## config.mk

```make
export PLATFORM = sky130hd
export DESIGN_NAME = dlpc_cfg_top
export DESIGN_NICKNAME = d
export VERILOG_FILES = /design/src/hw/dlpc_cfg_pkg.sv /design/src/hw/dlpc_byte_sequencer.sv /design/src/hw/dlpc_cfg_top.sv /design/src/hw/dlpc_req_stage.sv /design/src/hw/dlpc_rsp_stage.sv /design/src/hw/dlpc_wb_stage.sv
export SDC_FILE = /design/constraint.sdc
export NUM_CORES = 1
export LEC_CHECK = 0
export ABC_AREA = 1
export ABC_CLOCK_PERIOD_IN_PS = 4000
export BUFFER_PORTS_ARGS = -buffer_cell sky130_fd_sc_hd__buf_2
export CAP_MARGIN = 10
export CORE_AREA = 2 2 142 144
export DETAILED_ROUTE_END_ITERATION = 6
export DIE_AREA = 0 0 144 146
export PLACE_DENSITY = 0.66
export SLEW_MARGIN = 20
export SYNTH_ARGS = -nofsm -noshare
export SYNTH_HDL_FRONTEND = slang
export SYNTH_SLANG_ARGS = --single-unit
```

## constraint.sdc

```tcl
create_clock -name clk -period 4 [get_ports clk]
set_input_delay 0.2 -clock clk [delete_from_list [all_inputs] [get_ports clk]]
set_output_delay 0.2 -clock clk [all_outputs]
set_load 0.01 [all_outputs]
```

## src/hw/dlpc_cfg_pkg.sv

```systemverilog
////////////////////////////////////////
// DLPC300 config bridge shared types
////////////////////////////////////////
`default_nettype none

package dlpc_cfg_pkg;

    // Byte-level I2C master core register map
    localparam logic [2:0] WB_PRER_LO = 3'd0;
    localparam logic [2:0] WB_PRER_HI = 3'd1;
    localparam logic [2:0] WB_CTR     = 3'd2;
    localparam logic [2:0] WB_TXR_RXR = 3'd3;  // TXR on write, RXR on read
    localparam logic [2:0] WB_CR_SR   = 3'd4;  // CR on write, SR on read

    localparam logic [7:0] CTR_CORE_EN = 8'h80;  // Core enable, interrupt off

    // Command register layout
    typedef struct packed {
        logic       sta;
        logic       sto;
        logic       rd;
        logic       wr;
        logic       ack;   // Set means NACK on receive
        logic [1:0] rsvd;
        logic       iack;
    } i2c_cmd_t;

    // Status register layout
    typedef struct packed {
        logic       rxack;
        logic       busy;
        logic       al;
        logic [2:0] rsvd;
        logic       tip;   // Transfer in progress
        logic       iflag;
    } i2c_stat_t;

    // Register 4 byte, written as command and read back as status
    typedef union packed {
        i2c_cmd_t  cmd;
        i2c_stat_t stat;
    } i2c_ctrl_u;

    typedef struct packed {
        logic        is_read;
        logic [7:0]  reg_addr;
        logic [31:0] wdata;
    } dlpc_req_t;

    typedef struct packed {
        i2c_ctrl_u  ctrl;
        logic [7:0] tx_byte;  // Unused on receive steps
        logic       last;
    } i2c_step_t;

    typedef struct packed {
        logic [7:0] data;
        logic       last;
    } rx_byte_t;

    typedef struct packed {
        logic [2:0] adr;
        logic [7:0] dat;
        logic       we;
        logic       stb;   // Also drives cyc
    } wb_m_t;

endpackage

`default_nettype wire

```

## src/hw/dlpc_byte_sequencer.sv

```systemverilog
////////////////////////////////////////
// I2C byte step sequencer
////////////////////////////////////////
`timescale 1ns/1ps
`default_nettype none

module dlpc_byte_sequencer #(
    parameter logic [6:0] SLAVE_ADDR = 7'h1B
) (
    input  wire                     clk,
    input  wire                     rst_n,
    input  dlpc_cfg_pkg::dlpc_req_t req_i,
    input  wire                     req_valid_i,
    output logic                    req_ready_o,
    output dlpc_cfg_pkg::i2c_step_t step_o,
    output logic                    step_valid_o,
    input  wire                     step_ready_i
);

    dlpc_cfg_pkg::dlpc_req_t cur_q;  // Request being expanded
    logic                    busy_q;
    logic [2:0]              idx_q;  // Step index within the request

    logic       step_fire;
    logic [2:0] last_idx;

    assign step_fire = busy_q && step_ready_i;
    assign last_idx  = cur_q.is_read ? 3'd6 : 3'd5;

    ////////////////////////////////////////
    // Request hold and step counter
    ////////////////////////////////////////

    always_ff @(posedge clk or negedge rst_n)
    begin
        if (!rst_n)
        begin
            busy_q <= 1'b0;
            idx_q  <= 3'd0;
        end
        else if (!busy_q)
        begin
            if (req_valid_i)
            begin
                busy_q <= 1'b1;
                idx_q  <= 3'd0;
            end
        end
        else if (step_fire)
        begin
            if (idx_q == last_idx)
                busy_q <= 1'b0;  // Free for the next request
            else
                idx_q <= idx_q + 3'd1;
        end
    end

    always_ff @(posedge clk)
    begin
        if (!busy_q && req_valid_i)
            cur_q <= req_i;
    end

    ////////////////////////////////////////
    // Step table
    ////////////////////////////////////////

    always_comb
    begin
        step_o = '0;
        case (idx_q)
            3'd0:
            begin
                step_o.ctrl.cmd.sta = 1'b1;
                step_o.ctrl.cmd.wr  = 1'b1;
                step_o.tx_byte      = {SLAVE_ADDR, 1'b0};  // Write bit
            end
            3'd1:
            begin
                step_o.ctrl.cmd.wr = 1'b1;
                step_o.tx_byte     = cur_q.reg_addr;
            end
            3'd2:
            begin
                step_o.ctrl.cmd.wr = 1'b1;
                if (cur_q.is_read)
                begin
                    step_o.ctrl.cmd.sta = 1'b1;  // Repeated start
                    step_o.tx_byte      = {SLAVE_ADDR, 1'b1};
                end
                else
                    step_o.tx_byte = cur_q.wdata[31:24];
            end
            3'd3, 3'd4, 3'd5:
            begin
                if (cur_q.is_read)
                    step_o.ctrl.cmd.rd = 1'b1;
                else
                begin
                    step_o.ctrl.cmd.wr  = 1'b1;
                    step_o.ctrl.cmd.sto = (idx_q == 3'd5);  // Last write byte
                    case (idx_q)
                        3'd3:    step_o.tx_byte = cur_q.wdata[23:16];
                        3'd4:    step_o.tx_byte = cur_q.wdata[15:8];
                        default: step_o.tx_byte = cur_q.wdata[7:0];
                    endcase
                end
            end
            default:
            begin
                // Final read byte with NACK and stop
                step_o.ctrl.cmd.rd  = 1'b1;
                step_o.ctrl.cmd.ack = 1'b1;
                step_o.ctrl.cmd.sto = 1'b1;
                step_o.last         = 1'b1;
            end
        endcase
    end

    assign step_valid_o = busy_q;
    assign req_ready_o  = !busy_q;

endmodule

`default_nettype wire

```

## src/hw/dlpc_cfg_top.sv

```systemverilog
////////////////////////////////////////
// DLPC300 configuration bridge top
////////////////////////////////////////
`timescale 1ns/1ps
`default_nettype none

module dlpc_cfg_top #(
    parameter logic [6:0]  SLAVE_ADDR = 7'h1B,
    parameter logic [15:0] PRESCALE   = 16'h0031
) (
    input  wire                     clk,
    input  wire                     rst_n,
    // Host side
    input  dlpc_cfg_pkg::dlpc_req_t req_i,
    input  wire                     req_valid_i,
    output logic                    req_ready_o,
    output logic [31:0]             rsp_data_o,
    output logic                    rsp_valid_o,
    input  wire                     rsp_ready_i,
    // I2C master core register port
    output dlpc_cfg_pkg::wb_m_t     wb_o,
    input  wire [7:0]               wb_dat_i,
    input  wire                     wb_ack_i
);

    dlpc_cfg_pkg::dlpc_req_t req_q;
    logic                    req_q_valid;
    logic                    req_q_ready;

    dlpc_cfg_pkg::i2c_step_t step;
    logic                    step_valid;
    logic                    step_ready;

    dlpc_cfg_pkg::rx_byte_t  rx_byte;
    logic                    rx_valid;
    logic                    rx_ready;

    dlpc_req_stage u_req (
        .clk         (clk),
        .rst_n       (rst_n),
        .req_i       (req_i),
        .req_valid_i (req_valid_i),
        .req_ready_o (req_ready_o),
        .req_o       (req_q),
        .req_valid_o (req_q_valid),
        .req_ready_i (req_q_ready)
    );

    dlpc_byte_sequencer #(
        .SLAVE_ADDR (SLAVE_ADDR)
    ) u_seq (
        .clk          (clk),
        .rst_n        (rst_n),
        .req_i        (req_q),
        .req_valid_i  (req_q_valid),
        .req_ready_o  (req_q_ready),
        .step_o       (step),
        .step_valid_o (step_valid),
        .step_ready_i (step_ready)
    );

    dlpc_wb_stage #(
        .PRESCALE (PRESCALE)
    ) u_wb (
        .clk          (clk),
        .rst_n        (rst_n),
        .step_i       (step),
        .step_valid_i (step_valid),
        .step_ready_o (step_ready),
        .wb_o         (wb_o),
        .wb_dat_i     (wb_dat_i),
        .wb_ack_i     (wb_ack_i),
        .rx_o         (rx_byte),
        .rx_valid_o   (rx_valid),
        .rx_ready_i   (rx_ready)
    );

    dlpc_rsp_stage u_rsp (
        .clk         (clk),
        .rst_n       (rst_n),
        .rx_i        (rx_byte),
        .rx_valid_i  (rx_valid),
        .rx_ready_o  (rx_ready),
        .rsp_data_o  (rsp_data_o),
        .rsp_ready_i (rsp_ready_i),
        .rsp_valid_o (rsp_valid_o)
    );

endmodule

`default_nettype wire

```

## src/hw/dlpc_req_stage.sv

```systemverilog
////////////////////////////////////////
// Host request skid buffer
////////////////////////////////////////
`timescale 1ns/1ps
`default_nettype none

module dlpc_req_stage (
    input  wire                     clk,
    input  wire                     rst_n,
    input  dlpc_cfg_pkg::dlpc_req_t req_i,
    input  wire                     req_valid_i,
    output logic                    req_ready_o,
    output dlpc_cfg_pkg::dlpc_req_t req_o,
    output logic                    req_valid_o,
    input  wire                     req_ready_i
);

    dlpc_cfg_pkg::dlpc_req_t out_q;
    dlpc_cfg_pkg::dlpc_req_t skid_q;
    logic                    out_valid_q;
    logic                    skid_valid_q;
    logic                    ready_q;

    logic in_fire;
    logic out_free;

    assign in_fire  = req_valid_i && ready_q;
    assign out_free = !out_valid_q || req_ready_i;  // Output slot empties this cycle

    // Control flags
    always_ff @(posedge clk or negedge rst_n)
    begin
        if (!rst_n)
        begin
            out_valid_q  <= 1'b0;
            skid_valid_q <= 1'b0;
            ready_q      <= 1'b0;
        end
        else
        begin
            if (out_free)
            begin
                out_valid_q  <= skid_valid_q || in_fire;
                skid_valid_q <= 1'b0;
                ready_q      <= 1'b1;
            end
            else if (in_fire)
            begin
                skid_valid_q <= 1'b1;  // Park behind the stalled entry
                ready_q      <= 1'b0;
            end
            else
            begin
                ready_q <= !skid_valid_q;
            end
        end
    end

    // Payload
    always_ff @(posedge clk)
    begin
        if (out_free)
            out_q <= skid_valid_q ? skid_q : req_i;
        else if (in_fire)
            skid_q <= req_i;
    end

    assign req_ready_o = ready_q;
    assign req_o       = out_q;
    assign req_valid_o = out_valid_q;

endmodule

`default_nettype wire

```

## src/hw/dlpc_rsp_stage.sv

```systemverilog
////////////////////////////////////////
// Read word assembly
////////////////////////////////////////
`timescale 1ns/1ps
`default_nettype none

module dlpc_rsp_stage (
    input  wire                    clk,
    input  wire                    rst_n,
    input  dlpc_cfg_pkg::rx_byte_t rx_i,
    input  wire                    rx_valid_i,
    output logic                   rx_ready_o,
    output logic [31:0]            rsp_data_o,
    input  wire                    rsp_ready_i,
    output logic                   rsp_valid_o
);

    logic [31:0] shift_q;
    logic [31:0] word_q;    // Word presented to the host
    logic        rsp_valid_q;
    logic        rx_fire;

    assign rx_ready_o = !rsp_valid_q;  // Stall the pipe while a word waits
    assign rx_fire    = rx_valid_i && rx_ready_o;

    always_ff @(posedge clk or negedge rst_n)
    begin
        if (!rst_n)
            rsp_valid_q <= 1'b0;
        else if (rx_fire && rx_i.last)
            rsp_valid_q <= 1'b1;
        else if (rsp_ready_i)
            rsp_valid_q <= 1'b0;
    end

    // MSB first shift with the final byte completing the word
    always_ff @(posedge clk)
    begin
        if (rx_fire)
        begin
            shift_q <= {shift_q[23:0], rx_i.data};
            if (rx_i.last)
                word_q <= {shift_q[23:0], rx_i.data};
        end
    end

    assign rsp_data_o  = word_q;
    assign rsp_valid_o = rsp_valid_q;

endmodule

`default_nettype wire

```

## src/hw/dlpc_wb_stage.sv

```systemverilog
////////////////////////////////////////
// Wishbone access sequencer for the
// I2C master core
////////////////////////////////////////
`timescale 1ns/1ps
`default_nettype none

module dlpc_wb_stage #(
    parameter logic [15:0] PRESCALE = 16'h0031
) (
    input  wire                     clk,
    input  wire                     rst_n,
    input  dlpc_cfg_pkg::i2c_step_t step_i,
    input  wire                     step_valid_i,
    output logic                    step_ready_o,
    output dlpc_cfg_pkg::wb_m_t     wb_o,
    input  wire [7:0]               wb_dat_i,
    input  wire                     wb_ack_i,
    output dlpc_cfg_pkg::rx_byte_t  rx_o,
    output logic                    rx_valid_o,
    input  wire                     rx_ready_i
);

    typedef enum logic [2:0] {
        ST_INIT, ST_IDLE, ST_TXR, ST_CMD, ST_POLL, ST_RXR, ST_HAND
    } state_t;

    state_t                  state_q;
    logic [1:0]              init_cnt_q;
    dlpc_cfg_pkg::wb_m_t     wb_q;
    dlpc_cfg_pkg::wb_m_t     acc;       // Access wanted by the current phase
    dlpc_cfg_pkg::i2c_step_t step_q;
    dlpc_cfg_pkg::rx_byte_t  rx_q;
    dlpc_cfg_pkg::i2c_ctrl_u sr_byte;
    logic                    rx_valid_q;
    logic                    acc_done;

    assign acc_done = wb_q.stb && wb_ack_i;
    assign sr_byte  = wb_dat_i;  // Status view of register 4

    ////////////////////////////////////////
    // Access selection per phase
    ////////////////////////////////////////

    always_comb
    begin
        acc     = '0;
        acc.stb = 1'b1;
        case (state_q)
            ST_INIT:
            begin
                acc.we = 1'b1;
                case (init_cnt_q)
                    2'd0:
                    begin
                        acc.adr = dlpc_cfg_pkg::WB_PRER_LO;
                        acc.dat = PRESCALE[7:0];
                    end
                    2'd1:
                    begin
                        acc.adr = dlpc_cfg_pkg::WB_PRER_HI;
                        acc.dat = PRESCALE[15:8];
                    end
                    default:
                    begin
                        acc.adr = dlpc_cfg_pkg::WB_CTR;
                        acc.dat = dlpc_cfg_pkg::CTR_CORE_EN;
                    end
                endcase
            end
            ST_TXR:
            begin
                acc.adr = dlpc_cfg_pkg::WB_TXR_RXR;
                acc.dat = step_q.tx_byte;
                acc.we  = 1'b1;
            end
            ST_CMD:
            begin
                acc.adr = dlpc_cfg_pkg::WB_CR_SR;
                acc.dat = step_q.ctrl;
                acc.we  = 1'b1;
            end
            ST_POLL: acc.adr = dlpc_cfg_pkg::WB_CR_SR;
            ST_RXR:  acc.adr = dlpc_cfg_pkg::WB_TXR_RXR;
            default: acc.stb = 1'b0;  // Idle and hand-off need no bus
        endcase
    end

    ////////////////////////////////////////
    // Phase FSM and bus strobe
    ////////////////////////////////////////

    always_ff @(posedge clk or negedge rst_n)
    begin
        if (!rst_n)
        begin
            state_q    <= ST_INIT;
            init_cnt_q <= 2'd0;
            wb_q       <= '0;
            rx_valid_q <= 1'b0;
        end
        else
        begin
            if (!wb_q.stb && acc.stb)
                wb_q <= acc;          // Start access after a low cycle
            else if (acc_done)
                wb_q.stb <= 1'b0;

            case (state_q)
                ST_INIT:
                    if (acc_done)
                    begin
                        if (init_cnt_q == 2'd2)
                            state_q <= ST_IDLE;
                        init_cnt_q <= init_cnt_q + 2'd1;
                    end
                ST_IDLE:
                    if (step_valid_i)
                        state_q <= step_i.ctrl.cmd.wr ? ST_TXR : ST_CMD;
                ST_TXR:
                    if (acc_done)
                        state_q <= ST_CMD;
                ST_CMD:
                    if (acc_done)
                        state_q <= ST_POLL;
                ST_POLL:
                    if (acc_done && !sr_byte.stat.tip)
                        state_q <= step_q.ctrl.cmd.rd ? ST_RXR : ST_IDLE;
                ST_RXR:
                    if (acc_done)
                    begin
                        rx_valid_q <= 1'b1;
                        state_q    <= ST_HAND;
                    end
                default:
                    if (rx_ready_i)
                    begin
                        rx_valid_q <= 1'b0;
                        state_q    <= ST_IDLE;
                    end
            endcase
        end
    end

    // Step and received byte payload
    always_ff @(posedge clk)
    begin
        if (state_q == ST_IDLE && step_valid_i)
            step_q <= step_i;
        if (state_q == ST_RXR && acc_done)
            rx_q <= '{data: wb_dat_i, last: step_q.last};
    end

    assign step_ready_o = (state_q == ST_IDLE);
    assign wb_o         = wb_q;
    assign rx_o         = rx_q;
    assign rx_valid_o   = rx_valid_q;

endmodule

`default_nettype wire

```

==> out/results.ini <==
[run_status]
status = finished clean

[worst_setup_path]
cp-start-kind = flop
regToRegSetupSlack_ns = 1.95
reg2reg_depth = 8
cp-startpoint = u_seq.idx_q[0]
crit_buf_inv = 2
critPathArrivalTime_ns = 2.28
max_stage_delay_ns = 0.43
reg2reg_from = u_seq.idx_q[0]
cp_slowest_cell = dfrtp_1
crit_type = reg -> reg
worst-path-max-fanout = 9
worstPathRequired_ns = 4.23
r2r-end = u_wb.step_q[6]
crit_family = simple AND/OR/NAND/NOR gates
path_cells = inv_1 > ha_1 > nand2_2 > clkinv_1 > nand2_1 > nand2_1 > o21ai_0 > nand3_1
critPathMostFrequentCell = nand2_1
timing.critical_path.to_type = flop

[global_route]
first_global_vias = 4990
grt_overflow = 0
antenna_found_initial = 0
grt_usage_pct = 14.33
grt_pass1_wl_mm = 24.16
grt_max_degree = 45

[logic_synthesis]
synth_top_area_cell = edfxtp_1
synth-edff-count = 201
syn_area_um2 = 8594
async_flop_share_pct = 11.84
ys_ff_latch = 228
synthesis.nets = 717
synthTopCellsByArea = edfxtp_1, nand2_1, dfrtp_1, nand3_1, ha_1
yosysSeqAreaShare_pct = 78.09
syn_area_per_cell_um2 = 13.20
ys.warnings.count = 0
yosys_most_used_dff = edfxtp_1
synth_cell_type_count = 26
postSynthCellCount = 651
yosysTopAreaCellShare_pct = 70.23

[timing]
relSlewSlack_pct = 48.54
rsz0062_at_grt = false
tightestPinTransition_ns = 0.7691
maxSlewViolCount = 0
finalHoldViolCount = 0
final.setup.tns_ns = 0
timing.final.crit_share_pct = 51.24
setup_viol = 0
timing.fmax_mhz = 487.9
min_period_ns = 2.050
fin_ws_ns = 1.950
finalClockSkew_ns = 0.008240

[flow_run]
maxCapViolCount = 0

[floorplan]
num_rows = 51
core_area_um2 = 19330
initial_core_util_pct = 44.45
ios = 101
die_x_um = 144
dieArea_um2 = 21020
die_y_um = 146

[drt]
drc = 0
detail_route.wl_per_cell_um = 13.48
wirelength_mm = 14.83
first_pass_iters = 4
vias_per_cell = 4.582
ant_nets = 0
first_iter_violations = 269
vias = 5040

[placement]
dpl.hpwl_mm = 9.522
post-place-ws_ns = 1.799
place_congestion = 0.8253
io_buffers = 100
postPlaceCellArea_um2 = 9395

[min_path]
hp-start = req_valid_i
holdPathEnd = u_req.req_valid_o
min_path_type = in -> reg
holdPathStages = 5

[final_layout]
diodes = 0
multi_input_area_um2 = 1687
final_common_cell = nand2_1
stdcell_area_um2 = 10680
layout-drive-gt1-share_pct = 19.16
syn_to_final_growth_pct = 24.28
n_fill_cell = 1578
regArea_um2 = 6711
final_cell_mix = nand2_1, edfxtp_1, buf_2
nets = 885

[clocking]
cts_tree = built
clkSlewWorstSetupHoldPaths_ns = 0.06
htreeDepth = 1
cts-buffers-inserted = 22
postCtsResizedCells = 0
cts_buffer_depth = 3
cts_num_sinks = 228
worstSkewPairLatency_ns = 0.50
clock-root-buffer = clkbuf_16

[pwr]
peakVddDrop_mv = 0.5359
power_density_nw_per_um2 = 728.5
leakagePower_nw = 4.436

[cells in the mapped netlist, types with 4 or more instances]
master	count
nand2_1	260
edfxtp_1	201
nand3_1	36
inv_1	32
dfrtp_1	27
nor2_1	18
o21ai_0	17
ha_1	12
clkbuf_1	10
nand2_2	6
a21oi_1	4
nand4_1	4
[area by class of cell]
cell class | instances | area share, %
clock buffers | 27 | 5.623
clock inverters | 13 | 1.101
inverters | 38 | 1.335
multi-input cells | 372 | 15.79
flip-flops and latches | 228 | 62.83
well taps | 265 | 3.104
repair buffers | 157 | 10.21
[registers in the layout, indices dropped and copies added (netlist names), 2 cells and up]
register	flops
u_seq.idx_q	3
u_rsp.shift_q	24
u_wb.wb_o	13
u_req.req_o	41
u_wb.step_q	13
u_wb.init_cnt_q	2
u_rsp.rsp_data_o	32
u_req.skid_q	41
u_wb.rx_o	9
u_wb.state_q	3
u_seq.cur_q	41
[through the flow]
stage                     util (%)  total power [mW]  std cells  hold WS, ns
after floorplan                  -             5.180        651     -0.09559
after global placement       48.59             5.699       1006       0.2584
after detailed placement     48.59             5.741       1006       0.2675
after CTS                    55.00             7.829       1098      0.07495
after global routing         55.24             8.274       1100      0.09292
final                        55.24             7.782       1100      0.09554
[metal layers]
| metal | GRT usage [%] | vias up | wire [um] | share of wire [%] |
|---|---|---|---|---|
| li1 | - | 2553 | - | - |
| met1 | 19.09 | 2302 | 6612 | 45 |
| met2 | 23.33 | 147 | 6922 | 47 |
| met4 | 5.245 | 0 | 463 | 3.1 |
| met3 | 2.929 | 38 | 827 | 5.6 |
| met5 | 0 | - | 0 | 0 |
[cell families (layout without fill, tap and decap cells)]
logic type                 count (synthesis)  in the layout  share of synthesized area, %
buffers and inverters                     51            235                         2.490
xor gates and xnor gates                   1              1                        0.1019
DFF                                      228            228                         78.09
and+or+nand+nor                          334            334                         15.97
adders and majority gates                 12             12                         1.747
AOI/OAI and AO/OA                         25             25                         1.601
[worst register-to-register path: stages, from the launching register on]
cell	delay (ns)
dfrtp_1	0.43
inv_1	0.13
ha_1	0.26
nand2_2	0.17
clkinv_1	0.26
nand2_1	0.14
nand2_1	0.06
o21ai_0	0.22
nand3_1	0.11
[how the worst max path moves through the flow]
| stage | endpoint | slack, ns | cells past startpoint |
|---|---|---|---|
| after detailed placement | u_rsp.rsp_data_o[23] | 1.80 | 4 |
| after floorplan | u_req.skid_q[0] | 0.39 | 2 |
| final | u_wb.step_q[6] | 1.95 | 8 |
| after CTS | u_rsp.rsp_data_o[9] | 1.79 | 4 |
| after global routing | u_wb.step_q[6] | 1.79 | 8 |
| after global placement | u_rsp.rsp_data_o[23] | 1.83 | 4 |
[power breakdown]
group / switching (mW) / leakage (nW) / internal (mW)
logic: 1.31 / 1.88 / 0.571
registers: 0.257 / 2.20 / 3.62
clock network: 0.831 / 0.355 / 1.20
total: 2.40 / 4.44 / 5.39
[what timing repair did]
item                       CTS  global route
buffers inserted             0             0
hold endpoints to repair   114             0
setup endpoints to repair    0             0
hold buffers                52             0
Power figures use the tool's default switching activity.
